===== src/verilog/fetch_pc.sv =====
`timescale 1ns/1ns

module fetch_pc (
	input  logic        clk,
	input  logic        rst,
	input  logic        hold,
	input  logic        load,
	input  logic [15:0] target,
	output logic [15:0] pc
);

	// Branch target wins over a held fetch
	always_ff @(posedge clk) begin
		if (rst)
			pc <= '0;
		else if (load)
			pc <= target;
		else if (!hold)
			// Next word
			pc <= pc + 16'd2;
	end

endmodule


===== config.mk =====
export PLATFORM = sky130hd
export DESIGN_NAME = fetch_pc
export DESIGN_NICKNAME = d
export VERILOG_FILES = /design/src/verilog/fetch_pc.sv
export SDC_FILE = /design/constraint.sdc
export NUM_CORES = 1
export LEC_CHECK = 0
export BUFFER_PORTS_ARGS = -buffer_cell sky130_fd_sc_hd__buf_2
export CAP_MARGIN = 15
export CORE_MARGIN = 1
export CORE_UTILIZATION = 39
export DETAILED_ROUTE_END_ITERATION = 16
export PLACE_DENSITY_LB_ADDON = 0.3
export SLEW_MARGIN = 25
export SYNTH_ARGS = -nofsm -noshare
export SYNTH_HDL_FRONTEND = slang
export SYNTH_SLANG_ARGS = --single-unit

===== constraint.sdc =====
create_clock -name clk -period 1.9 [get_ports clk]
set_input_delay 0.095 -clock clk [delete_from_list [all_inputs] [get_ports clk]]
set_output_delay 0.095 -clock clk [all_outputs]
set_load 0.05 [all_outputs]

**After elaboration in Yosys (flattened, before gate mapping)**

Index checks and enable logic that the tools add are counted.

- Register bits after elaboration: 16
- Output and inout port bits: 16
- Word-level logic and storage cells: 5

- $add $sub $neg: 1
- Equality and inequality tests: 1
- Multiplexer cells: 2

Operator list:

| kind | number |
|---|---|
| 16-bit two-way mux | 2 |
| 16-bit by 2-bit adder with 16-bit output, second input constant | 1 |
| 2-bit by 1-bit != test with 1-bit output, second input constant | 1 |

**Logic depth before layout (Yosys ltp)**

- Depth in word-level cells: 3
- Depth in mapped cells: 5
- Depth with buffers taken out: 5

**Worst setup path after synthesis**

Ideal clock, no wire load.

- Path type: reg2reg
- Start point: register pc[1]
- End point: register pc[13]
- Data arrival time: 1.643 ns
- Required time: 1.785 ns
- Setup slack: 0.143 ns
- Cell stages (with the launch flop): 6
- Path buffers: 0
- Path through: dfxtp_1 > ha_1 > and4b_4 > nand4_1 > xnor2_1 > o21a_1

- Cells in the longest elaborated chain, start to end: 3

Ends and longest elaborated chain:

| what | RTL line | source |
|---|---|---|
| start, declared | 9 | `output logic [15:0] pc` |
| start signal, assigned | 17 | `pc <= target;` |
| start signal, assigned | 20 | `pc <= pc + 16'd2;` |
| 16-bit by 2-bit adder with 16-bit output | 20 |  |
| 16-bit two-way mux | 18 | `else if (!hold)` |
| 16-bit two-way mux | 16 | `else if (load)` |

No other way between the ends. The select of a mux whose other input is x is not followed.
A chain may end at the register's enable or synchronous reset.

**Final worst setup path**

- Start point: register pc[1]
- End point: register pc[11]

Same word-level chain as after synthesis.

==> out/summary.txt <==
initial antenna violation count: 0
pwr dens: 744 nW/um^2
crit-path cells: ha_1 > and4b_4 > and4_1 > xor2_1 > o21a_1
post-CTS sizing: 0
CTS Root Cell: clkbuf_4
Layout area overhead: 21.5%
final critical-path share of the clock period: 0.762
crit-path leading delay family: simple AND/OR/NAND/NOR gates
Reg clk slew, reported paths: 0.10 ns
die height: 50.1 um
TNS Setup: 0 ns
Tot Pwr: 0.817 mW
leakage power: 0.551 nW
Finished Cell Area: 1100 um^2
outcome: finished, final reports clean
Largest regs: pc (16)
Crit path largest cell delay: 0.42 ns
CP max stage cell: dfxtp_1
required time worst endpoint: 2.09 ns
Fmax achieved: 0.691 GHz
WHS: 0.0281 ns
post-synth cell types: 25
Hold Fails Final Rpt: 0
Startpoint Class: register
syn_nets: 126
Congestion Overflow GR: 0
normalized max-slew margin: 0.666
Tmin final: 1.45 ns
Die Width: 50.1 um
first-pass GRT wire length: 3360 um
IO Port Bufs: 35
fraction of layout instances using a drive strength above 1: 0.294
length of the first detailed-routing pass in iterations: 4
Sink Count: 16
async set-reset flop share out of synthesis: 0
worst min-delay path category: primary input to register
Total GRT Usage: 0.177
Bufs on Longest Clock Path: 2
Seq/Total Area, Yosys: 0.355
RSZ-0062 raised after global routing: no
Core Region: 2190 um^2
Crit. End Element: register
post-synthesis cell count: 105
via/cell ratio: 5.03
nets@finish: 158
kind of critical path: register to register
post-DP HPWL: 1390 um
critical path arrival: 1.64 ns
Syn. warnings: 0
# diodes: 0
largest net degree at the start of global routing: 29
Max VDD drop: 0.337 mV
IO Pins: 36
WP buf/inv: 0
max reg flops: 16
Mean Syn Cell Area: 8.60 um^2
post-layout util: 0.501
# setup viols final: 0
Top reg by flops: pc
Syn Std Cell Area: 903 um^2
Row Count: 17
postcts setup bufs: 0
full die area: 2510 um^2
starting density of the core: 0.412
Max Transition Viols Final: 0
Worst-Skew Late Latency: 0.29 ns
Total Wirelength: 1930 um
total number of vias: 825
flops & latches, synth: 16
vias in the first global route: 772
DR WL/cell: 11.8 um
critical path peak fanout: 5
TritonCTS clock tree: built
GPL Wtd Cong: 0.766
placed instance area: 1060 um^2
DR iter-0 viols: 14
Max-Cap Viols: 0
Post-synth EDFFs: 0
worst-margin pin slew: 0.501 ns
CTS H-tree depth: 1
total CTS buffers: 3
Final ANT Viol Nets: 0
DRC: 0
Post-synth top flop: dfxtp_1
CTS Hold Buffers Added: 0
skew final: 0.00208 ns
==> placed cells by master, fill, tap and decap left out <==
cell type / count
buf_2: 35
and4_1: 2
xor2_1: 6
dfxtp_1: 16
and3_1: 1
mux2i_1: 5
clkbuf_8: 1
nand3b_1: 1
nand3_1: 5
and4b_4: 1
nor2_1: 8
and4b_1: 1
ha_1: 1
nand2b_1: 1
and2_1: 1
a21oi_1: 12
xnor2_1: 8
nand4_1: 6
clkbuf_4: 3
inv_1: 10
o21a_1: 10
nor4_1: 2
==> per-stage QoR <==
stage	std cells	setup WS (ns)
after floorplan	105	0.143
after global placement	160	0.524
after detailed placement	160	0.460
after CTS	164	0.444
after global routing	164	0.336
final	164	0.452
==> worst min-delay path, cell delays in order <==
cell and delay, ns:
buf_2 0.07, mux2i_1 0.05, nor2_1 0.07
==> worst paths after layout <==
check | from | endpoint | slack (ns) | cells past startpoint
worst max-delay path | pc[1] | pc[11] | 0.45 | 5
worst min register to register | pc[0] | pc[0] | 0.50 | 2
worst max register to register | pc[1] | pc[11] | 0.45 | 5
worst min-delay path | target[5] | pc[5] | 0.03 | 3
==> cell usage after synthesis, types with 2 or more instances <==
cell type,number,share of area
inv_1,10,0.042
xnor2_1,8,0.078
nor4_1,2,0.014
and4_1,2,0.019
xor2_1,6,0.058
mux2i_1,5,0.055
nand4_1,6,0.042
nand3_1,5,0.028
clkbuf_1,2,0.0083
o21a_1,10,0.083
a21oi_1,12,0.066
nor2_1,8,0.033
dfxtp_1,16,0.35
buf_4,2,0.017
==> metal layers <==
| metal | track usage | wire length, um | vias up |
|---|---|---|---|
| met3 | 0.0424 | 73 | 4 |
| met4 | 0.114 | 33 | 0 |
| met1 | 0.212 | 910 | 383 |
| met2 | 0.280 | 916 | 20 |
| li1 | - | - | 418 |
| met5 | 0 | 0 | - |
==> kinds of logic (layout without fill, tap and decap cells) <==
group	Yosys count	after routing	synth area share
xor gates and xnor gates	14	14	0.136
DFF	16	16	0.355
adders and majority gates	1	1	0.0138
AOI/OAI and AO/OA	22	22	0.150
buffers and inverters	18	49	0.0997
and+or+nand+nor	29	29	0.191
muxes	5	5	0.0554
==> area by class of cell <==
class                   instances  area, um^2
repair buffers                 35         175
well taps                      28        35.0
clock buffers                   4        36.3
flip-flops and latches         16         320
fillers                       220        1090
inverters                      10        37.5
multi-input cells              71         493
==> where the power goes <==
part / total (mW) / leakage, nW / internal, mW / switching, mW
registers: 0.388 / 0.133 / 0.358 / 0.0293
clock network: 0.233 / 0.0210 / 0.117 / 0.117
logic: 0.195 / 0.397 / 0.0652 / 0.130
Power figures use the tool's default switching activity.
