`src/verilog/isa_pkg.sv`:
```
package isa_pkg;

	// Register index and flag widths
	localparam int REG_ADDR_W = 4;
	localparam int FLAG_W     = 3;

	// Flag bit positions, Z/V/N from high to low
	localparam int FLAG_Z = 2;
	localparam int FLAG_V = 1;
	localparam int FLAG_N = 0;

	typedef enum logic [3:0] {
		OP_ADD = 4'b0000,
		OP_SUB = 4'b0001,
		OP_XOR = 4'b0010,
		OP_SLL = 4'b0100,
		OP_SRA = 4'b0101,
		OP_LW  = 4'b1000,
		OP_SW  = 4'b1001,
		OP_LHB = 4'b1010,
		OP_LLB = 4'b1011,
		OP_B   = 4'b1100,
		OP_BR  = 4'b1101,
		OP_HLT = 4'b1111
	} opcode_t;

	typedef enum logic [2:0] {
		CC_NE = 3'b000,
		CC_EQ = 3'b001,
		CC_GT = 3'b010,
		CC_LT = 3'b011,
		CC_GE = 3'b100,
		CC_LE = 3'b101,
		CC_OV = 3'b110,
		CC_UN = 3'b111
	} cond_t;

	// Register view, rt doubles as imm4
	typedef struct packed {
		opcode_t                opcode;
		logic [REG_ADDR_W-1:0]  rd;
		logic [REG_ADDR_W-1:0]  rs;
		logic [REG_ADDR_W-1:0]  rt;
	} reg_view_t;

	// Branch view
	typedef struct packed {
		opcode_t    opcode;
		cond_t      cond;
		logic [8:0] offset;
	} br_view_t;

	typedef union packed {
		reg_view_t r;
		br_view_t  b;
	} instr_t;

	// ADD r0, r0, r0
	localparam logic [15:0] NOP_WORD = 16'h0000;

	// First read register, zero when nothing is read
	function automatic logic [REG_ADDR_W-1:0] src1_of(instr_t i);
		case (i.r.opcode)
			OP_SW, OP_LLB, OP_LHB: return i.r.rd;
			OP_B, OP_HLT:          return '0;
			default:               return i.r.rs;
		endcase
	endfunction

	// Second read register, zero when nothing is read
	function automatic logic [REG_ADDR_W-1:0] src2_of(instr_t i);
		case (i.r.opcode)
			OP_ADD, OP_SUB, OP_XOR: return i.r.rt;
			// Store data sits in rs
			OP_SW:                  return i.r.rs;
			default:                return '0;
		endcase
	endfunction

endpackage
```
`src/verilog/branch_unit.sv`:
```
`timescale 1ns/1ns

module branch_unit (
	input  logic                       clk,
	input  logic                       rst,
	input  logic                       flush,
	input  isa_pkg::instr_t            instr,
	input  logic [15:0]                pc_next,
	input  logic [15:0]                reg_val,
	input  logic [isa_pkg::FLAG_W-1:0] flags_in,
	input  logic [isa_pkg::FLAG_W-1:0] flag_we,
	output logic                       taken,
	output logic [15:0]                target
);

	import isa_pkg::*;

	logic [FLAG_W-1:0] flags;
	logic              z;
	logic              v;
	logic              n;
	logic              cond_met;
	logic              is_br;

	// Per-bit flag update, none from a squashed slot
	always_ff @(posedge clk) begin
		if (rst)
			flags <= '0;
		else if (!flush)
			flags <= (flags & ~flag_we) | (flags_in & flag_we);
	end

	assign z = flags[FLAG_Z];
	assign v = flags[FLAG_V];
	assign n = flags[FLAG_N];

	always_comb begin
		case (instr.b.cond)
			CC_NE:   cond_met = !z;
			CC_EQ:   cond_met = z;
			CC_GT:   cond_met = !z && !n;
			CC_LT:   cond_met = n;
			CC_GE:   cond_met = z || !n;
			CC_LE:   cond_met = z || n;
			CC_OV:   cond_met = v;
			default: cond_met = 1'b1;
		endcase
	end

	// BR shares the condition field with B
	assign is_br = (instr.r.opcode == OP_BR);
	assign taken = ((instr.b.opcode == OP_B) || is_br) && cond_met;

	// Offset counts words
	assign target = is_br ? {reg_val[15:1], 1'b0} :
		pc_next + {{6{instr.b.offset[8]}}, instr.b.offset, 1'b0};

endmodule

```
`config.mk`:
```
export PLATFORM = sky130hd
export DESIGN_NAME = branch_unit
export DESIGN_NICKNAME = d
export VERILOG_FILES = /design/src/verilog/isa_pkg.sv /design/src/verilog/branch_unit.sv
export SDC_FILE = /design/constraint.sdc
export NUM_CORES = 1
export LEC_CHECK = 0
export BUFFER_PORTS_ARGS = -buffer_cell sky130_fd_sc_hd__buf_4
export CELL_PAD_IN_SITES_DETAIL_PLACEMENT = 2
export CELL_PAD_IN_SITES_GLOBAL_PLACEMENT = 2
export CORE_ASPECT_RATIO = 1.5
export CORE_MARGIN = 1.5
export CORE_UTILIZATION = 18
export CTS_CLUSTER_DIAMETER = 100
export DETAILED_ROUTE_END_ITERATION = 12
export PLACE_DENSITY_LB_ADDON = 0.1
export SLEW_MARGIN = 20
export SYNTH_ARGS = -nofsm -noshare
export SYNTH_HDL_FRONTEND = slang
export SYNTH_SLANG_ARGS = --single-unit
```
`constraint.sdc`:
```
create_clock -name clk -period 2 [get_ports clk]
set_input_delay 0.2 -clock clk [delete_from_list [all_inputs] [get_ports clk]]
set_output_delay 0.2 -clock clk [all_outputs]
set_load 0.005 [all_outputs]
```
# Word-level counts from Yosys, hierarchy flattened

Cells that the tools add are included.

Register bits: 3
Bits in latches: 0
Memory bits (writable): 0
ROM bits: 0
Output and inout bits: 17
Memories: 0

Add/sub/neg operators: 1
$mul: 0
Divide/modulo/power cells: 0
Magnitude comparators: 0
Equal/unequal tests: 8
Shifts and indexed selects: 0
Muxes and demuxes: 2
Bitwise logic cells: 4
Reductions and logical operators: 8

Operators with widths:

| cell                 | count |
|---|---|
| $add A16 B16 Y16     | 1 |
| $mux W16             | 1 |
| $eq A3 B3 Y1 const B | 3 |
| $eq A4 B4 Y1 const B | 2 |
| $pmux W1 S7          | 1 |
| $and A3 B3 Y3        | 2 |
| $eq A3 B2 Y1 const B | 2 |
| $eq A3 B1 Y1 const B | 1 |
| $logic_not A3 Y1     | 1 |
| $logic_or A1 B1 Y1   | 3 |
| $not A3 Y3           | 1 |
| $or A3 B3 Y3         | 1 |
| $logic_and A1 B1 Y1  | 2 |
| $logic_not A1 Y1     | 2 |

# Depth between registers and ports, before layout

Word-level depth: 4
Gate-level depth with buffers: 9
Gate-level depth less buffers: 9

# Worst setup path after synthesis

OpenSTA, ideal clock, no wires.

Path kind: input to output
From: in instr[0] in the netlist's numbering
To: out target[13]
Arrival time: 1.884 ns
Path slack: -0.084 ns
Stages on the path: 9
Buffers on the path: 0
Cell sequence: ha_1 inv_1 fa_1 nor2b_4 o31ai_4 a2111oi_4 o22ai_2 xor2_1 a21oi_1

Longest elaborated chain between the ends: 2

Ends and longest elaborated chain:

| what             | RTL line          | source |
|---|---|---|
| start, declared  | branch_unit.sv:7  | `input isa_pkg::instr_t instr,` |
| $add A16 B16 Y16 | branch_unit.sv:56 | `pc_next + {{6{instr.b.offset[8]}}, instr.b.offset, 1'b0};` |
| $mux W16         | branch_unit.sv:55 | `assign target = is_br ? {reg_val[15:1], 1'b0} :` |
| end, declared    | branch_unit.sv:13 | `output logic [15:0] target` |

Every way passes these cells.

# Final worst setup path

Same ends and word-level chain as after synthesis.

==> results.md <==
* # nets final at 336
* Total global-route track usage at 15.6%
* Vias after detailed routing at around 1600
* Highest-count cells in the layout ignoring fill and taps: 103 x buf_4, 20 x nor2_1, 17 x nand2_1, 14 x a21oi_1, 9 x o21ai_0
* Endpoint required time on the critical path at ~1800 ps
* Final GP Congestion at around 0.75
* Die Ht at ~97 um
* Count of unique library cells instantiated by Yosys at 38
* CP max-delay cell: a2111oi_4
* Largest family of logic cells by synthesized area: compound AO/OA/AOI/OAI gates
* Detailed Route WL at 5080 um
* Worst IR Drop VDD at ~0.31 mV
* Layout cell share with drive strength beyond 1 at a little over half
* Unrepaired setup endpoints after global routing: true
* Effective utilization at floorplan at a little under a fifth
* Share of the clock period used by the worst path after layout at 111%
* Std-Cell Rows at 33
* Startpoint class of the critical path: primary input
* Post-DP HPWL at 4110 um
* List of cells traversed by the critical path: buf_8 -> ha_4 -> inv_2 -> fa_2 -> nor2b_4 -> o31ai_4 -> a2111oi_4 -> o22ai_2 -> xor2_1 -> a21oi_1 -> buf_4
* Die extent in x at approximately 65 um
* Area added between synthesis and finish at 110%
* Post-synthesis share of cell area spent on full adders, half adders and majority gates at about 20%
* Number of buffers inserted during clock tree synthesis at 3
* Clock power frac at approximately 20%
* Delay of the slowest cell on the worst path at 400 ps
* Hold Vio Cnt, Final at 0
* Post-Place Cell Area at 1870 um^2
* Reported leakage power at about 0.98 nW
* Cell at the root of the clock tree: clkbuf_8
* Pin count of the biggest net entering global routing at 18
* Die outline area at 6320 um^2
* Buffers & Inverters on Critical Path at 3
* Total net switching power at around 0.00034 W
* Core Region at ~5500 um^2
* Number of filler cells placed in the layout at roughly 670
* Remaining global-route overflow at 0
* Most common cell after layout, fill and taps aside: buf_4
* Global-route wire length before repair at 7780 um
* Final Slew Violations at 0
* Worst min-delay path class: primary input to register
* Largest delay share family, worst path: compound AO/OA/AOI/OAI gates
* Share of synthesized cell area in and, or, nand and nor gates at around 25%
* Final hold slack at around 150 ps
* Mux contribution to synthesized area at 0%
* Mean post-synth cell area at 6.87 um^2
* Vias in the first global route at ~1800
* Number of remaining DRC errors at 0
* Outcome: finished, violations left
* Data arrival time of the critical path at about 2000 ps
* Comb pwr share at 73.4%
* Max FO, Critical Path at 4
* Compound-Gate Fraction of Synth Area at 36.7%
* Area of all placed cells without fillers at 2200 um^2
* Overall power after layout at 0.000927 W
* Final-layout setup total negative slack at -771 ps
* Power per unit of standard cell area at between 400 and 500 nW/um^2
* Yosys warning total at 0
* Post-synthesis cell area at 1050 um^2
* Worst Setup End Kind: output port
* Proportion of total power due to net switching at about 37%
* Failing checks: negative setup slack
* Final Non-Filler Cells at between 300 and 400
* Vias per Instance at ~4.8
* DR iter-0 viols at 14
* Net Count, Synth at around 230
* Longest Clk Path Bufs at 2
* Setup skew after layout at 0 ps
* Final Critical Period at ~2200 ps
* Worst-case setup margin in the final layout at -213 ps
* Most area-hungry cell type in the Yosys netlist: ha_1
* Setup-failing EPs final at 4
* Area share of the leading cell type in the synthesized netlist at 16.7%
* Count of flip-flops with a built-in enable after synthesis at 0
* Clock transition at path regs at about 30 ps
* 1st-pass router iterations at 4
* Maximum clock rate at between 400 and 500 MHz
* CTS H-tree lvls at 1
* Slew at the pin with the worst max-slew slack at between 600 and 700 ps
* Post-synthesis sequential area ratio at about 5.7%
* Leading register cell type out of synthesis: dfxtp_1
* Ys async rst share at 0%
* Post-synthesis cell count at between 150 and 200
* Antenna Diode Count at 0
* Largest cells by area after synthesis: ha_1 17%, a21oi_1 9.0%, nor2_1 7.5%, nand2_1 6.8%, xnor2_1 5.8%
* Clock latency reported for the late side of the worst-skew pair at roughly 220 ps
* Fraction of power consumed by sequential logic at slightly above 7%
* Number of placed I/O pins at 74
* Initial antenna violation count at 0
* # clock sinks at 3
* WL/cell at approximately 15 um
* Internal power consumption at between 0.0005 and 0.0006 W
* Number of routed nets with antenna violations at 0
* Post-synthesis share of cell area spent on xor and xnor gates at 9.17%
* Clock tree from TritonCTS: yes
* FF+latch count, synth at 3
* Port bufs at 72
* Placed cell count at 319
* Crit Path Class: primary input to output port
* Slew HR at between 50% and 60%
* Number of maximum-capacitance constraint violations at 0
per-layer routing:
| layer | up-vias | routed length (um) | track usage [%] |
|---|---|---|---|
| li1 | 782 | - | - |
| met1 | 779 | 1700 | 14.5 |
| met2 | 33 | 3210 | 35.2 |
| met3 | 2 | 161 | 1.16 |
| met4 | 0 | 14 | 3.13 |
| met5 | - | 0 | 0 |
timing repair:
item                                    CTS  global route
hold buffers                              0             0
resized for setup                        25            20
setup buffers                             5             5
pin swaps                                19            21
endpoints found under the setup margin    8             9
worst reg2reg max path, stage by stage, from the launching register on:
cell and delay [ps]:
dfxtp_1 330, a21boi_0 130, a31oi_1 160, nor2_1 50
power groups by stage:
| stage | Clock [W] | Combinational (W) | Sequential [W] |
|---|---|---|---|
| floorplan | 0 | 0.000260 | 0.0000652 |
| finish | 0.000181 | 0.000680 | 0.0000654 |
| CTS | 0.000187 | 0.000636 | 0.0000654 |
| global placement | 0 | 0.000561 | 0.0000661 |
| detailed placement | 0 | 0.000580 | 0.0000662 |
| global route | 0.000195 | 0.000743 | 0.0000655 |
through the flow:
step | util [%] | setup slack, ps
floorplan | - | 36.0
global placement | 33.8 | -267
detailed placement | 33.8 | -312
CTS | 37.4 | -315
global route | 39.8 | -316
finish | 39.8 | -213
layout make-up:
type	instances	area, um^2	area share [%]
Clock buffer	4	45.0	2.05
Inverter	8	30.0	1.36
Multi-Input combinational cell	140	1140	51.9
Sequential cell	3	60.1	2.73
Tap cell	70	87.6	3.98
Timing Repair Buffer	108	837	38.0
path summary, 6_finish.rpt:
| check | startpoint | end | slack [ps] | cells past startpoint |
|---|---|---|---|---|
| hold reg to reg | register | register | 700 | 3 |
| hold / removal | rst | register | 150 | 2 |
| setup / recovery | instr[0] | target[13] | -210 | 11 |
| setup reg to reg | register | register | 1220 | 3 |
cells by family after synthesis:
logic type | count (synthesis)
flops | 3
simple gates | 57
compound gates | 56
buf+inv | 10
fa+ha+maj | 16
xor+xnor | 11
cells in the mapped netlist (2+ instances only):
cell type  count
nand3_1        2
clkbuf_1       2
nor4b_1        2
nor2b_1        4
nor3_1         2
a211oi_1       2
ha_1          14
inv_1          8
nor2_1        21
o211ai_1       2
nand2_1       19
nor3b_1        2
a21oi_1       19
xor2_1         4
o21ai_0       12
a21boi_0       2
dfxtp_1        3
xnor2_1        7
o221ai_1       2
o21a_1         3
a31oi_1        3
o31ai_1        2
Power figures use the tool's default switching activity.
