[src/verilog/isa_pkg.sv]
package isa_pkg;

	// Register index and flag widths
	localparam int REG_ADDR_W = 4;
	localparam int FLAG_W     = 3;

	// Flag bit positions, Z/V/N from high to low
	localparam int FLAG_Z = 2;
	localparam int FLAG_V = 1;
	localparam int FLAG_N = 0;

	typedef enum logic [3:0] {
		OP_ADD = 4'b0000,
		OP_SUB = 4'b0001,
		OP_XOR = 4'b0010,
		OP_SLL = 4'b0100,
		OP_SRA = 4'b0101,
		OP_LW  = 4'b1000,
		OP_SW  = 4'b1001,
		OP_LHB = 4'b1010,
		OP_LLB = 4'b1011,
		OP_B   = 4'b1100,
		OP_BR  = 4'b1101,
		OP_HLT = 4'b1111
	} opcode_t;

	typedef enum logic [2:0] {
		CC_NE = 3'b000,
		CC_EQ = 3'b001,
		CC_GT = 3'b010,
		CC_LT = 3'b011,
		CC_GE = 3'b100,
		CC_LE = 3'b101,
		CC_OV = 3'b110,
		CC_UN = 3'b111
	} cond_t;

	// Register view, rt doubles as imm4
	typedef struct packed {
		opcode_t                opcode;
		logic [REG_ADDR_W-1:0]  rd;
		logic [REG_ADDR_W-1:0]  rs;
		logic [REG_ADDR_W-1:0]  rt;
	} reg_view_t;

	// Branch view
	typedef struct packed {
		opcode_t    opcode;
		cond_t      cond;
		logic [8:0] offset;
	} br_view_t;

	typedef union packed {
		reg_view_t r;
		br_view_t  b;
	} instr_t;

	// ADD r0, r0, r0
	localparam logic [15:0] NOP_WORD = 16'h0000;

	// First read register, zero when nothing is read
	function automatic logic [REG_ADDR_W-1:0] src1_of(instr_t i);
		case (i.r.opcode)
			OP_SW, OP_LLB, OP_LHB: return i.r.rd;
			OP_B, OP_HLT:          return '0;
			default:               return i.r.rs;
		endcase
	endfunction

	// Second read register, zero when nothing is read
	function automatic logic [REG_ADDR_W-1:0] src2_of(instr_t i);
		case (i.r.opcode)
			OP_ADD, OP_SUB, OP_XOR: return i.r.rt;
			// Store data sits in rs
			OP_SW:                  return i.r.rs;
			default:                return '0;
		endcase
	endfunction

endpackage
[src/verilog/reg_file.sv]
`timescale 1ns/1ns

module reg_file (
	input  logic                           clk,
	input  logic                           rst,
	input  logic [isa_pkg::REG_ADDR_W-1:0] rs1,
	input  logic [isa_pkg::REG_ADDR_W-1:0] rs2,
	input  logic [isa_pkg::REG_ADDR_W-1:0] rd,
	input  logic                           we,
	input  logic [15:0]                    wdata,
	output logic [15:0]                    rdata1,
	output logic [15:0]                    rdata2
);

	import isa_pkg::*;

	logic [15:0] regs [2**REG_ADDR_W];

	// r0 is never written
	always_ff @(posedge clk) begin
		if (rst) begin
			for (int i = 0; i < 2**REG_ADDR_W; i++)
				regs[i] <= '0;
		end else if (we && (rd != '0)) begin
			regs[rd] <= wdata;
		end
	end

	// Same-cycle write shows through to decode
	assign rdata1 = (rs1 == '0) ? '0 :
		(we && (rd == rs1)) ? wdata : regs[rs1];
	assign rdata2 = (rs2 == '0) ? '0 :
		(we && (rd == rs2)) ? wdata : regs[rs2];

endmodule

[config.mk]
export PLATFORM = sky130hd
export DESIGN_NAME = reg_file
export DESIGN_NICKNAME = d
export VERILOG_FILES = /design/src/verilog/isa_pkg.sv /design/src/verilog/reg_file.sv
export SDC_FILE = /design/constraint.sdc
export NUM_CORES = 1
export LEC_CHECK = 0
export ABC_AREA = 1
export BUFFER_PORTS_ARGS = -buffer_cell sky130_fd_sc_hd__buf_2
export CAP_MARGIN = 20
export CORE_MARGIN = 4
export CORE_UTILIZATION = 63
export DETAILED_ROUTE_END_ITERATION = 10
export PLACE_DENSITY = 0.81
export SLEW_MARGIN = 20
export SYNTH_ARGS = -nofsm -noshare
export SYNTH_HDL_FRONTEND = slang
export SYNTH_SLANG_ARGS = --single-unit
[constraint.sdc]
create_clock -name clk -period 3.1 [get_ports clk]
set_input_delay 0.775 -clock clk [delete_from_list [all_inputs] [get_ports clk]]
set_output_delay 0.775 -clock clk [all_outputs]
set_load 0.03 [all_outputs]
; Word-level counts from Yosys, hierarchy flattened
; Memory sizes are Yosys's and may differ from the RTL's.
; Cells that the tools add are included.
[totals]
register_bits = 0
ram_bits = 256
input_bits = 31
output_inout_bits = 32
wordCells = 22
n_memories = 1
[memory_table]
columns = name, words, word_bits, read_ports, rd_clocked_by_memory_dff, wr, line
row1 = regs, 16, 16, 2, 0, 16, reg_file.sv:17  ; logic [15:0] regs [2**REG_ADDR_W];
[op_classes]
n_eq_ne = 2
muxes = 12
n_reduce_logical = 7
[op_table]
columns = operator, n
row1 = two-way mux 16 bit, 5
row2 = OR reduction 16 bit, 1
row3 = == test 4 bit, 2
row4 = zero test 4 bit, 2
row5 = two-way mux 1 bit, 6
row6 = two-way mux 4 bit, 1
row7 = nonzero test 4 bit, 1
row8 = logical AND 1 bit, 3

; Depth between registers and ports, before layout
; Gate-level depths: netlist of the first run.
[logic_depth]
word_depth = 7
mapped_depth = 10
mapped_depth_nobuf = 8

; Worst setup path before layout of the first run
; Ideal clock, no wire load.
[synth_timing]
path_kind = input -> output
startpoint = input rs2[2] (netlist bit)
endpoint = output rdata2[10]
t_arrival_ns = 2.155
required_time_ns = 2.325
path_slack_ns = 0.170
cell_stages = 8
n_path_buf = 2
path_cell_list = buf_2 -> inv_1 -> nor2_1 -> clkbuf_1 -> nand3_1 -> nand3_1 -> nor2_1 -> nor2_1
[synth_between]
elab_chain_len = 4
word_cells_on_any_way = 6
cone_classes = 1 x eq/ne / 2 x mux / 2 x reduce/logical / 1 x memory
[synth_lines]
columns = item, line
row1 = from (decl), reg_file.sv:7  ; input logic [isa_pkg::REG_ADDR_W-1:0] rs2,
row2 = branches (longest 3 deep; another with memory (16 x 16 bit)), n/a
row3 = two-way mux 16 bit *, reg_file.sv:32  ; assign rdata2 = (rs2 == '0) ? '0 :
row4 = to (decl), reg_file.sv:12  ; output logic [15:0] rdata2
; Every way passes the cells marked *.

; Final worst setup path of the first run
[layout_timing]
startpoint = input rs2[1] (netlist bit)
endpoint = output rdata2[15]
; Same word-level chain as after synthesis.

==> qor.yml, run 1 <==
relSlewSlack: 0.320
drv_slew: 0
combPwrFrac: 0.183
required_ps: 2320
dr.first_iter.drc_count: 2800
ys_types: 18
routed_wl_um: 57000
startpoint: "rs2[1]"
yosys_warnings: 0
drc: 0
die_area_um2: 26900
yosysTopAreaCellShare: 0.500
largestRegisters: "regs: 256 flops"
yosysSeqAreaShare: 0.500
grt-ovfl-total: 0
core.rowCount: 56
root_buffer: "clkbuf_16"
dr.pass1.iters: 7
ys_ff_latch: 256
arrival_ps: 2330
fmax_mhz: 322
worstMarginPinSlew_ps: 1020
synth_area_um2: 15400
viasPerCell: 6.16
internal-power_mw: 6.69
switching_power_mw: 2.72
setup_ws_ps: -8.00
final_nets: 2185
place_congestion: 1.03
clk_pin_slew_ps: 70
initial_core_util: 0.647
grt_antenna_before_repair: 0
rsz0062_at_grt: "yes"
p_leak_nw: 8.50
routed-via-count: 15300
cts_hold_buf: 0
largest_register: "regs"
crit_fanout: 45
final_cell_mix: "671 x nand2_1, 354 x nand3_1, 340 x nor2_1"
hp-class: "in -> reg"
fin_crit_sh: 1.00
grt_pass1_vias: 14300
num-fill-cells: 1798
synthCells: 2089
setup-violations-final: 3
core_um2: 23800
finish.utilization: 0.745
worstHoldStart: "rst"
htreeDepth: 1
clock_sinks: 256
largest_reg_flops: 256
cts_tree: "done"
pre_cts_slack_ps: -52.7
cts_made_buffers: 28
die-height_um: 164
powerDensity_nw_per_um2: 531
io_pins: 63
place.detailed.hpwl_um: 37600
clock_path_buffers: 3
critical_path_class: "in -> out"
synth_area_leaders: "edfxtp_1 50%, nand2_1 16%, nand3_1 12%"
n_antenna_cell: 0
drive_gt1_frac: 0.127
maxCapViolCount: 0
portBuffers: 62
peakVddDrop_v: 0.000466
hold_viol: 0
mostFrequentLayoutCell: "nand2_1"
hold_slack_ps: 744
min_period_ps: 3110
cp-start-kind: "input pin"
syn_to_final_growth_pct: 15.2
p_clk_frac: 0.383
grt_max_degree: 84
die_w_um: 164
setup_tns_ps: -10.4
postCtsSetupBuffers: 0
cp-end-kind: "primary output"
routedWlPerCell_um: 22.9
violations: "setup timing"
seqPwrFrac: 0.434
grt_pass1_wl_um: 84300
switching_share: 0.289
syn_area_per_cell_um2: 7.35
drtAntennaViolNets: 0
track_usage: 0.419
synth.largest_area_cell: "edfxtp_1"
status: "finished, violations left"
path summary, 6_finish.rpt:
path / end / slack (ps) / cells after the start
setup / recovery: rdata2[15] / -8 / 9
hold / removal: regs[0][15]$_SDFFCE_PN0P_ / 740 / 1
routing by layer:
layer / up-vias / GRT usage / routed length [um]
met5: - / 0 / 0
met4: 0 / 0.241 / 4120
met3: 252 / 0.109 / 8570
met2: 1383 / 0.611 / 24100
met1: 7001 / 0.569 / 20100
li1: 6699 / - / -
through the flow:
stage | area [um2] | cells | total power [mW]
floorplan | 15400 | 2104 | 5.09
global placement | 16500 | 2441 | 5.71
detailed placement | 16500 | 2441 | 5.74
CTS | 17500 | 2490 | 9.25
global route | 17700 | 2491 | 9.66
finish | 17700 | 2491 | 9.41
power by group through the flow:
stage	combinational, mW	clock (mW)	sequential (mW)
final	1.72	3.60	4.08
after global routing	1.81	3.75	4.09
after CTS	1.61	3.56	4.08
after detailed placement	1.59	0	4.15
after global placement	1.57	0	4.14
after floorplan	0.965	0	4.13
repair_timing:
action / CTS / global route
gates resized for setup: 8 / 52
pin swaps: 0 / 3
gates cloned: 1 / 1
setup endpoints to repair: 9 / 29
logic make-up (layout without fill, tap and decap cells):
group	Yosys count	in the layout	synth area share
other	1	16	0.000244
AO/OA/AOI/OAI	32	32	0.0104
flip-flops	256	256	0.500
XOR/XNOR	2	2	0.00114
buffers and inverters	366	434	0.0990
AND/OR/NAND/NOR	1432	1432	0.389
Yosys cell counts, drive strengths merged:
master,instances
clkbuf,63
conb,1
nor4,1
nand2,690
o21ai,32
nand3,358
buf,79
nor2,383
inv,224
xnor2,2
edfxtp,256
worst max-delay path: stages:
cell and delay [ps]:
buf_2 200, buf_12 270, nand3_1 120, nand2_1 90, nor2_1 60, nor2_1 340, nor2_2 100, nor2_1 100
buf_2 210
layout make-up:
class | count | area, um2 | share of cell area
flip-flops and latches | 256 | 7690 | 0.434
multi-input cells | 1482 | 6330 | 0.358
repair buffers | 162 | 1470 | 0.0828
inverters | 224 | 851 | 0.0481
clock buffers | 33 | 741 | 0.0418
well taps | 319 | 399 | 0.0225
clock inverters | 15 | 228 | 0.0129
(Power assumes the default switching activity.)
==> run 2: changes to the inputs <==
--- a/config.mk
+++ b/config.mk
@@ -8,10 +8,12 @@
 export ABC_AREA = 1
 export BUFFER_PORTS_ARGS = -buffer_cell sky130_fd_sc_hd__buf_2
 export CAP_MARGIN = 20
+export CELL_PAD_IN_SITES_DETAIL_PLACEMENT = 1
+export CELL_PAD_IN_SITES_GLOBAL_PLACEMENT = 1
 export CORE_MARGIN = 4
-export CORE_UTILIZATION = 63
+export CORE_UTILIZATION = 46
 export DETAILED_ROUTE_END_ITERATION = 10
-export PLACE_DENSITY = 0.81
+export PLACE_DENSITY_LB_ADDON = 0.1
 export SLEW_MARGIN = 20
 export SYNTH_ARGS = -nofsm -noshare
 export SYNTH_HDL_FRONTEND = slang
==> qor.yml, run 2 (synthesized netlist as in run 1, its figures left out) <==
drc: 0  # unchanged
cp-start-kind: "input pin"
io_pins: 63  # unchanged
track_usage: 0.341  # -0.0780
routed-via-count: 15400  # +0.71%
cts_tree: "done"
largestRegisters: "regs: 256 flops"
die_w_um: 191  # +16%
core.rowCount: 66  # +18%
viasPerCell: 5.79  # -5.9%
peakVddDrop_v: 0.000433  # -7.0%
grt_antenna_before_repair: 1  # +1
hold_viol: 0  # unchanged
grt_use_met1: 0.434  # -0.135
num-fill-cells: 4165  # +130%
cp-end-kind: "primary output"
place_congestion: 0.943  # -8.2%
power_mw: 9.83  # +4.5%
maxCapViolCount: 0  # unchanged
arrival_ps: 2320  # about the same
status: "complete, no violations"
min_period_ps: 3100  # -9.87 ps
portBuffers: 62  # unchanged
dr.pass1.iters: 5  # -2
clock_path_buffers: 3  # unchanged
routedWlPerCell_um: 24.3  # +6.5%
cts_made_buffers: 30  # +7.1%
grt_pass1_vias: 15700  # +9.5%
critical_path_class: "in -> out"
mostFrequentLayoutCell: "nand2_1"
die_area_um2: 36400  # +35%
syn_to_final_growth_pct: 20.1
grt_max_degree: 53  # -37%
p_leak_nw: 8.84  # +4.0%
die-height_um: 191  # +16%
place.detailed.hpwl_um: 42900  # +14%
largest_reg_flops: 256  # unchanged
hp-class: "in -> reg"
fmax_mhz: 323  # +0.32%
drtAntennaViolNets: 0  # unchanged
fin_crit_sh: 0.999  # -0.00318
grt_pass1_wl_um: 94100  # +12%
relSlewSlack: 0.381  # +0.0603
drv_slew: 0  # unchanged
worstMarginPinSlew_ps: 928  # -90.4 ps
clock_sinks: 256  # unchanged
grt-busiest-layer: "met2"
hold_slack_ps: 672  # -72.6 ps
powerDensity_nw_per_um2: 533  # +0.29%
final_nets: 2229  # +2.0%
largest_register: "regs"
clk_pin_slew_ps: 60  # about the same
grt-ovfl-total: 0  # unchanged
setup-violations-final: 0  # -3
required_ps: 2320  # about the same
routed_wl_um: 64900  # +14%
dr.first_iter.drc_count: 1676  # -40%
met2_usage: 0.578  # -0.0327
grt_util_met3: 0.0507  # -0.0579
cts_hold_buf: 0  # unchanged
root_buffer: "clkbuf_16"
htreeDepth: 1  # unchanged
rsz0062_at_grt: "yes"
crit_fanout: 8  # -82%
core_um2: 32700  # +38%
initial_core_util: 0.470  # -0.177
drive_gt1_frac: 0.142  # +0.0151
final_cell_mix: "674 x nand2_1, 355 x nand3_1, 346 x nor2_1"
-- run 2: cell count changes in the layout (fill, tap and decap cells not counted), moves of 3 or more --
cell,change
clkinv_2,+3
buf_4,+35
inv_4,-3
nor2_4,-4
nand2_1,+3
nor2_1,+6
nand2_2,-3
buf_12,+7
buf_2,-9
clkbuf_16,+9
buf_6,+3
-- run 2: cell type report --
class	instances	area (um2)	share of cell area
Timing Repair Buffer	204	1980	0.107
Clock buffer	36	795	0.0431
Tap cell	442	553	0.0300
Sequential cell	256	7690	0.417
Antenna cell	2	5.00	0.000271
Inverter	224	856	0.0464
Clock inverter	20	284	0.0154
Multi-Input combinational cell	1482	6290	0.341
-- run 2: path summary, 6_finish.rpt --
check             startpoint                        to  slack (ps)  depth (start not counted)
setup / recovery      rs2[0]                 rdata2[8]           2                         11
hold / removal      wdata[5]  regs[1][5]$_SDFFCE_PN0P_         670                          3
-- run 2: repair_timing --
action                                  4_1_cts  5_1_grt
endpoints found under the hold margin         0        0
endpoints found under the setup margin       13       31
pin swaps                                     0        4
buffers inserted                              0        6
gates resized for setup                       9       64
gates cloned                                  0        9
-- run 2: metrics by stage --
stage / cells / utilization / cell area, um2 / setup TNS, ps / setup slack (ps)
6_report: 2666 / 0.564 / 18400 / 0 / 1.87
4_1_cts: 2650 / 0.551 / 18000 / 0 / 3.58
3_3_place_gp: 2594 / 0.518 / 16900 / -83.1 / -51.8
5_1_grt: 2664 / 0.564 / 18400 / -486 / -69.4
3_5_place_dp: 2594 / 0.518 / 16900 / -338 / -85.8
2_1_floorplan: 2104 / - / 15400 / 0 / 170
-- run 2: metal layers --
| layer | part of all wire | wire length (um) |
|---|---|---|
| met5 | 0 | 0 |
| met4 | 0.047 | 3060 |
| met3 | 0.090 | 5830 |
| met2 | 0.48 | 31200 |
| met1 | 0.38 | 24800 |
-- run 2: report_power, final --
part | switching [mW] | total (mW) | internal, mW
combinational | 1.26 | 1.81 | 0.553
clock | 1.53 | 3.93 | 2.40
sequential | 0.0746 | 4.09 | 4.01
total | 2.87 | 9.83 | 6.97
-- run 2: worst max-delay path, stage by stage --
cell     delay (ps)
buf_12          130
buf_16          140
nand2_1          60
nand2_1          60
nor2_2          220
nand3_4         220
buf_12          220
nand3_1          70
nor2_1           70
nor2_1          120
buf_2           220
