<file path="src/verilog/isa_pkg.sv">
package isa_pkg;

	// Register index and flag widths
	localparam int REG_ADDR_W = 4;
	localparam int FLAG_W     = 3;

	// Flag bit positions, Z/V/N from high to low
	localparam int FLAG_Z = 2;
	localparam int FLAG_V = 1;
	localparam int FLAG_N = 0;

	typedef enum logic [3:0] {
		OP_ADD = 4'b0000,
		OP_SUB = 4'b0001,
		OP_XOR = 4'b0010,
		OP_SLL = 4'b0100,
		OP_SRA = 4'b0101,
		OP_LW  = 4'b1000,
		OP_SW  = 4'b1001,
		OP_LHB = 4'b1010,
		OP_LLB = 4'b1011,
		OP_B   = 4'b1100,
		OP_BR  = 4'b1101,
		OP_HLT = 4'b1111
	} opcode_t;

	typedef enum logic [2:0] {
		CC_NE = 3'b000,
		CC_EQ = 3'b001,
		CC_GT = 3'b010,
		CC_LT = 3'b011,
		CC_GE = 3'b100,
		CC_LE = 3'b101,
		CC_OV = 3'b110,
		CC_UN = 3'b111
	} cond_t;

	// Register view, rt doubles as imm4
	typedef struct packed {
		opcode_t                opcode;
		logic [REG_ADDR_W-1:0]  rd;
		logic [REG_ADDR_W-1:0]  rs;
		logic [REG_ADDR_W-1:0]  rt;
	} reg_view_t;

	// Branch view
	typedef struct packed {
		opcode_t    opcode;
		cond_t      cond;
		logic [8:0] offset;
	} br_view_t;

	typedef union packed {
		reg_view_t r;
		br_view_t  b;
	} instr_t;

	// ADD r0, r0, r0
	localparam logic [15:0] NOP_WORD = 16'h0000;

	// First read register, zero when nothing is read
	function automatic logic [REG_ADDR_W-1:0] src1_of(instr_t i);
		case (i.r.opcode)
			OP_SW, OP_LLB, OP_LHB: return i.r.rd;
			OP_B, OP_HLT:          return '0;
			default:               return i.r.rs;
		endcase
	endfunction

	// Second read register, zero when nothing is read
	function automatic logic [REG_ADDR_W-1:0] src2_of(instr_t i);
		case (i.r.opcode)
			OP_ADD, OP_SUB, OP_XOR: return i.r.rt;
			// Store data sits in rs
			OP_SW:                  return i.r.rs;
			default:                return '0;
		endcase
	endfunction

endpackage
</file>
<file path="src/verilog/alu.sv">
`timescale 1ns/1ns

module alu (
	input  logic [15:0]                a,
	input  logic [15:0]                b,
	input  isa_pkg::opcode_t           op,
	output logic [15:0]                result,
	output logic [isa_pkg::FLAG_W-1:0] flags,
	output logic [isa_pkg::FLAG_W-1:0] flag_we
);

	import isa_pkg::*;

	logic        is_sub;
	logic [15:0] b_eff;
	logic [15:0] sum;
	logic        ovfl;

	// Shared adder, SUB as a + ~b + 1
	assign is_sub = (op == OP_SUB);
	assign b_eff  = is_sub ? ~b : b;
	assign sum    = a + b_eff + {15'd0, is_sub};

	// Same-sign inputs, other-sign sum
	assign ovfl = (a[15] == b_eff[15]) && (sum[15] != a[15]);

	always_comb begin
		result  = sum;
		flag_we = '0;
		case (op)
			OP_ADD, OP_SUB: begin
				flag_we = '1;
			end
			OP_XOR: begin
				result          = a ^ b;
				flag_we[FLAG_Z] = 1'b1;
			end
			// Shift amount is imm4
			OP_SLL: begin
				result          = a << b[3:0];
				flag_we[FLAG_Z] = 1'b1;
			end
			OP_SRA: begin
				result          = $signed(a) >>> b[3:0];
				flag_we[FLAG_Z] = 1'b1;
			end
			default: ;
		endcase
	end

	assign flags[FLAG_Z] = (result == '0);
	assign flags[FLAG_V] = ovfl;
	assign flags[FLAG_N] = result[15];

endmodule

</file>
<file path="config.mk">
export PLATFORM = sky130hd
export DESIGN_NAME = alu
export DESIGN_NICKNAME = d
export VERILOG_FILES = /design/src/verilog/isa_pkg.sv /design/src/verilog/alu.sv
export SDC_FILE = /design/constraint.sdc
export NUM_CORES = 1
export LEC_CHECK = 0
export BUFFER_PORTS_ARGS = -buffer_cell sky130_fd_sc_hd__buf_2
export CORE_MARGIN = 4
export CORE_UTILIZATION = 49
export DETAILED_ROUTE_END_ITERATION = 10
export GPL_ROUTABILITY_DRIVEN = 0
export PLACE_DENSITY = 0.72
export SLEW_MARGIN = 25
export SYNTH_ARGS = -nofsm -noshare
export SYNTH_HDL_FRONTEND = slang
export SYNTH_SLANG_ARGS = --single-unit
</file>
<file path="constraint.sdc">
create_clock -name vclk -period 13.1
set_input_delay 2.62 -clock vclk [all_inputs]
set_output_delay 2.62 -clock vclk [all_outputs]
set_load 0.02 [all_outputs]
</file>
; ---- Yosys cells after proc, flatten, opt, wreduce, memory -nomap -nowiden
; Cells that the tools add are included.
[classes]
eq_ne = 6
n_shift = 2
n_mux = 4
reduce_logical = 5
n_bitwise = 2
n_addsub = 2
[op_table]
columns = op, n
row1 = 16-bit one-hot mux with 3 select lines, 1
row2 = 16-bit by 1-bit adder with 16-bit output, 1
row3 = 16-bit adder, 1
row4 = 16-bit logical NOT, 1
row5 = 16-bit two-way mux, 1
row6 = 16-bit inverter, 1
row7 = 16-bit by 4-bit left shift with 16-bit output, 1
row8 = 16-bit by 4-bit >>> shifter with 16-bit output, 1
row9 = 16-bit bitwise XOR, 1
row10 = 4-bit by 3-bit == test with 1-bit output (second input constant), 2
row11 = 5-bit OR reduction, 1
row12 = 4-bit by 1-bit == test with 1-bit output (second input constant), 1
row13 = 4-bit by 2-bit == test with 1-bit output (second input constant), 1
row14 = 4-bit logical NOT, 1
row15 = 2-bit two-way mux, 1
row16 = 2-bit OR reduction, 1
row17 = 1-bit == test, 1
row18 = 1-bit logical AND, 1
row19 = 1-bit two-way mux, 1
row20 = 1-bit inequality test, 1
[totals]
out_inout_bits = 22
input_bits = 36
regBits = 0

; ---- Longest topological paths before layout
; Gate-level depths: netlist of run 1.
[depth]
word_depth = 6
depth_mapped = 16
depth_no_buf = 12

; ---- Worst setup path after synthesis of run 1
; OpenSTA, ideal clock, no wires.
[synth_timing]
path_kind = input port to output port
startpoint = input op[3]
endpoint = output flags[2] in the netlist's numbering
path_stages = 14
t_required_ps = 10480
setup_slack_ps = 4133
t_arrival_ps = 6347
cell_sequence = buf_6 -> or4b_4 -> buf_6 -> buf_1 -> xnor2_1 -> ha_1 -> a21o_1 -> nor3_1 -> a21o_1 -> mux2_2 -> a211o_1 -> a2111oi_0 -> nand4bb_1 -> nor3_2
[synth_between]
elab_chain_cells = 6
[synth_lines]
columns = element, line
row1 = from (decl), alu.sv:6  ; input isa_pkg::opcode_t op,
row2 = 4-bit by 1-bit == test with 1-bit output, alu.sv:20  ; assign is_sub = (op == OP_SUB);
row3 = 16-bit two-way mux, alu.sv:21  ; assign b_eff = is_sub ? ~b : b;
row4 = 16-bit adder, alu.sv:22  ; assign sum = a + b_eff + {15'd0, is_sub};
row5 = 16-bit by 1-bit adder with 16-bit output, alu.sv:22
row6 = 16-bit one-hot mux with 3 select lines (*), alu.sv:30  ; case (op)
row7 = net result[10], alu.sv:7  ; output logic [15:0] result,
row8 = 16-bit logical NOT (*), alu.sv:51  ; assign flags[FLAG_Z] = (result == '0);
row9 = to (decl), alu.sv:8  ; output logic [isa_pkg::FLAG_W-1:0] flags,
; Mark *: on every way through the listed nets, which the timed path passes. The rest lies on a longest branch.

; ---- Worst setup path in the final report of run 1
[layout_timing]
startpoint = input op[0]
endpoint = output flags[2] in the netlist's numbering
[layout_between]
elab_chain_cells = 6
[layout_lines]
columns = element, line
row1 = 4-bit by 1-bit == test with 1-bit output, alu.sv:20
row2 = 16-bit two-way mux, alu.sv:21
row3 = 16-bit adder, alu.sv:22
row4 = 16-bit by 1-bit adder with 16-bit output, alu.sv:22
row5 = 16-bit one-hot mux with 3 select lines (*), alu.sv:30
row6 = 16-bit logical NOT (*), alu.sv:51
; Every way passes the cells marked *; elsewhere a longest branch is shown, timed or not.

==> results of run 1 <==
==> logic make-up after synthesis <==
logic type | Yosys count | synth area share, %
simple gates | 135 | 24.1
mux | 52 | 22.1
xor+xnor | 37 | 11.0
fa+ha+maj | 18 | 7.87
compound gates | 116 | 27.8
buf+inv | 41 | 7.19
==> metal layers <==
layer | GRT usage [%] | share of wire, % | vias to the layer above
li1 | - | - | 1585
met3 | 3.55 | 9.5 | 30
met5 | 0 | 0 | -
met1 | 36.2 | 42 | 1638
met2 | 39.7 | 46 | 210
met4 | 5.61 | 2.1 | 0
==> stage by stage <==
stage	power, mW	hold WS, ns	std cells	instance area, µm²
floorplan	0.123	5.34	399	2960
global placement	0.164	5.63	501	3170
detailed placement	0.166	5.64	501	3170
CTS	0.166	5.65	501	3170
global route	0.182	5.69	501	3170
finish	0.169	5.65	501	3170
==> path summary, 6_finish.rpt <==
check,cells after the start,slack [ns],from,to
min,3,5.65,op[2],flag_we[1]
max,14,4.03,op[0],flags[2]
==> report_power, final <==
group          total (mW)  leakage (nW)  switching [mW]  internal [mW]
Sequential              0             0               0              0
Clock                   0             0               0              0
Combinational       0.169          1.28           0.102         0.0666
Total               0.169          1.28           0.102         0.0666
==> cells in the mapped netlist, types with 2 or more instances <==
library cell and count:
nand2_1 33, nor2_1 31, xnor2_1 27, a21oi_1 26
mux2i_1 26, o21ai_0 18, ha_1 17, mux2_2 17
nor3_1 16, o211ai_1 12, buf_2 11, o221ai_1 10
xor2_1 10, mux4_2 9, nand2b_1 9, nand3_1 9
clkbuf_1 8, inv_1 8, a211oi_1 6, o22ai_1 6
a211o_1 5, a21o_1 5, nand4_1 5, nor2b_1 5
a22oi_1 4, buf_1 4, buf_4 4, buf_6 4
and3_1 3, nor3b_1 3, a311o_1 2, a31oi_1 2
a32oi_1 2, and2_1 2, nand3b_1 2, nor4b_1 2
o21a_1 2, o31a_1 2, or2_2 2, or3_1 2
or4b_4 2
==> tightest hold or removal path, cell delays in order <==
cell    delay (ns)
buf_2         0.16
nor3_1        0.09
buf_2         0.16
==> area by class of cell <==
type | count | area [µm²]
Fill cell | 591 | 2720
Tap cell | 75 | 93.8
Inverter | 10 | 37.5
Multi-Input combinational cell | 358 | 2750
Timing Repair Buffer | 58 | 290
==> reports/metrics.cfg, run 1 <==
[outcome]
status=complete, no violations

[final_layout]
drive_gt1_share_pct=22.8
mostFrequentLayoutCell=buf_2
syn_to_final_growth_pct=7.06
seq_area_um2=0
final_core_util_pct=53.8
antenna_cells=0
num-clock-buffers=0
seq_cells=0
fin_nets=482
final_cell_mix=58 x buf_2, 33 x nand2_1, 31 x nor2_1, 27 x xnor2_1

[floorplanning]
io_pins=58
die_area_um2=7340
coreArea_um2=5890
die_y_um=85.7
die_x_um=85.7
start_util_pct=50.3
std_cell_rows=28

[sta]
max_freq_mhz=110
tightest_slew_ns=0.936
setup-tns-final_ns=0
final.min_clock_period_ns=9.07
drv_slew=0
timing.final.crit_share_pct=69.2
hold_viol_final=0
setup_viol=0
rsz0062_at_grt=no
finalWorstSetupSlack_ns=4.03
slew-limit-headroom_pct=37.6

[worst_hold_path]
min_path_type=in2out

[setup_path]
critPathLaunchType=input pin
cp_slowest_cell=or4b_4
crit_type=in2out
critPathMaxFanout=16
crit_family=compound AO/OA/AOI/OAI gates
crit_buf_inv=3
crit_arrival_ns=6.45
cpPeakStageDelay_ns=0.68
worstPathCellList=buf_2, or4b_4, xnor2_1, inv_1, fa_1, nand2b_1, a211o_1, a21o_1, mux2_2, a211o_1, a2111oi_0, nand4bb_1, nor3_2, buf_2
crit_required_ns=10.48
crit_path_end_kind=output pin

[route]
remaining_drc_errors=0
wl_um=9770
drt_iter0_drc=340
vias=3463
first_pass_iters=5
ant_nets=0
viasPerCell=6.91
post_drt_wl_per_cell_um=19.5

[global_route]
grt_pass1_wl_um=15400
grt_use_total_pct=25.1
grt_max_degree=42
gr-total-overflow=0
antenna_found_initial=0
grt_pass1_vias=3082

[synth]
synth_area_leaders=mux2i_1 8.8%, xnor2_1 8.0%, ha_1 7.2%
synthCells=399
syn-cell-area_um2=2960
seq_area_frac_synth_pct=0
synth_largest_area_cell=mux2i_1
syn_nets=453
yosysUniqueCellTypes=67
ys_warn_count=0
synth_top_area_share_pct=8.80
avgSynthCellArea_um2=7.41

[placement]
post-dp-hpwl_um=7540
port_buffers=58
pre_cts_ws_ns=4.11

[clocking]
post_cts_buffers=0
cts.hold.buffers_added=0
ctsResizeCount=0

[power_and_ir_drop]
leakage_nw=1.28
p_per_area_nw_per_um2=53.4
max-vdd-ir-drop_mv=0.0423

[job]
max-cap-violations=0

(Power assumes the default switching activity.)
==> run 2: changes to the inputs <==
--- a/config.mk
+++ b/config.mk
@@ -10,7 +10,7 @@
 export CORE_UTILIZATION = 49
 export DETAILED_ROUTE_END_ITERATION = 10
 export GPL_ROUTABILITY_DRIVEN = 0
-export PLACE_DENSITY = 0.72
+export PLACE_DENSITY = 0.75
 export SLEW_MARGIN = 25
 export SYNTH_ARGS = -nofsm -noshare
 export SYNTH_HDL_FRONTEND = slang
==> constraint.sdc (replaced) <==
create_clock -name vclk -period 8.1
set_input_delay 1.62 -clock vclk [all_inputs]
set_output_delay 1.62 -clock vclk [all_outputs]
set_load 0.02 [all_outputs]
==> run 2 against run 1 <==
  * Routed wire length shrank 0.85%
  * Largest power group unchanged
  * Highest routed layer unchanged
  * Utilization increased by 0.13 points
  * Clock-buffer cell count is the same
  * Flip-flop and latch count is the same
==> reports/metrics.cfg, run 2 (synthesis gave the netlist of run 1 again) <==
[placement]
post-dp-hpwl_um=7540
port_buffers=58

[route]
viasPerCell=6.70
vias=3361
first_pass_iters=5
remaining_drc_errors=0
wl_um=9690
drt_iter0_drc=425
ant_nets=0
post_drt_wl_per_cell_um=19.3

[final_layout]
seq_area_um2=0
final_cell_mix=58 x buf_2, 33 x nand2_1, 31 x nor2_1, 27 x xnor2_1
fin_nets=483
drive_gt1_share_pct=23.0
seq_cells=0
syn_to_final_growth_pct=7.32
antenna_cells=0
mostFrequentLayoutCell=buf_2
num-clock-buffers=0
fill_cells=582

[sta]
max_freq_mhz=141
setup_viol=0
hold_ws_ns=3.66
drv_slew=0
slew-limit-headroom_pct=45.7
hold_viol_final=0
tightest_slew_ns=0.804
final.min_clock_period_ns=7.08
setup-tns-final_ns=0
timing.final.crit_share_pct=87.4
rsz0062_at_grt=no

[global_route]
grt_use_total_pct=24.8
gr-total-overflow=0
grt_pass1_wl_um=15000
grt_pass1_vias=2941
grt_max_degree=41
antenna_found_initial=0

[floorplanning]
io_pins=58
std_cell_rows=28
die_y_um=85.7
start_util_pct=50.3
die_area_um2=7340
coreArea_um2=5890
die_x_um=85.7

[setup_path]
crit_path_end_kind=output pin
crit_family=compound AO/OA/AOI/OAI gates
cpPeakStageDelay_ns=0.67
crit_required_ns=6.48
critPathLaunchType=input pin
crit_buf_inv=3
cp-startpoint=op[0]
worstPathCellList=buf_2, or4b_4, xnor2_1, inv_1, fa_1, nand2b_1, a211o_1, a21o_1, mux2_2, a211o_1, a2111oi_0, nand4bb_1, nor3_2, buf_2
crit_type=in2out
cp_slowest_cell=or4b_4
crit_arrival_ns=5.46
critPathMaxFanout=16

[job]
max-cap-violations=0

[power_and_ir_drop]
leakage_nw=1.29
p_per_area_nw_per_um2=85.9
max-vdd-ir-drop_mv=0.0765

[clocking]
ctsResizeCount=0
cts.hold.buffers_added=0
post_cts_buffers=0

[outcome]
status=complete, no violations

[worst_hold_path]
min_path_type=in2out
hp-start=op[2]

run 2: stage by stage:
stage	cell area [µm²]	cells	utilization [%]	total power [mW]	setup slack, ns
3_5_place_dp	3170	502	53.9	0.267	1.04
2_1_floorplan	2960	399	-	0.199	1.13
6_report	3170	502	53.9	0.273	1.02
4_1_cts	3170	502	53.9	0.269	1.03
5_1_grt	3170	502	53.9	0.294	0.787
3_3_place_gp	3170	502	53.9	0.264	1.17
run 2: per-layer routing:
layer,global-route usage (%),part of all wire (%),vias up
met2,39.8,45,196
met5,0,0,-
li1,-,-,1581
met1,37.5,42,1570
met3,1.44,11,14
met4,2.88,1.2,0
run 2: area by class of cell:
type / instances / area, µm² / share of cell area [%]
multi-input combinational: 358 / 2750 / 86.5
timing repair buffer: 59 / 298 / 9.38
tap: 75 / 93.8 / 2.96
inverter: 10 / 37.5 / 1.18
run 2: path summary, 6_finish.rpt:
kind / end / slack, ns / cells past startpoint
setup / recovery: flags[2] / 1.02 / 14
hold / removal: flag_we[0] / 3.66 / 3
run 2: report_power, final:
group	switching [mW]	internal [mW]	leakage [nW]
Combinational	0.165	0.108	1.29
Clock	0	0	0
Sequential	0	0	0
Total	0.165	0.108	1.29
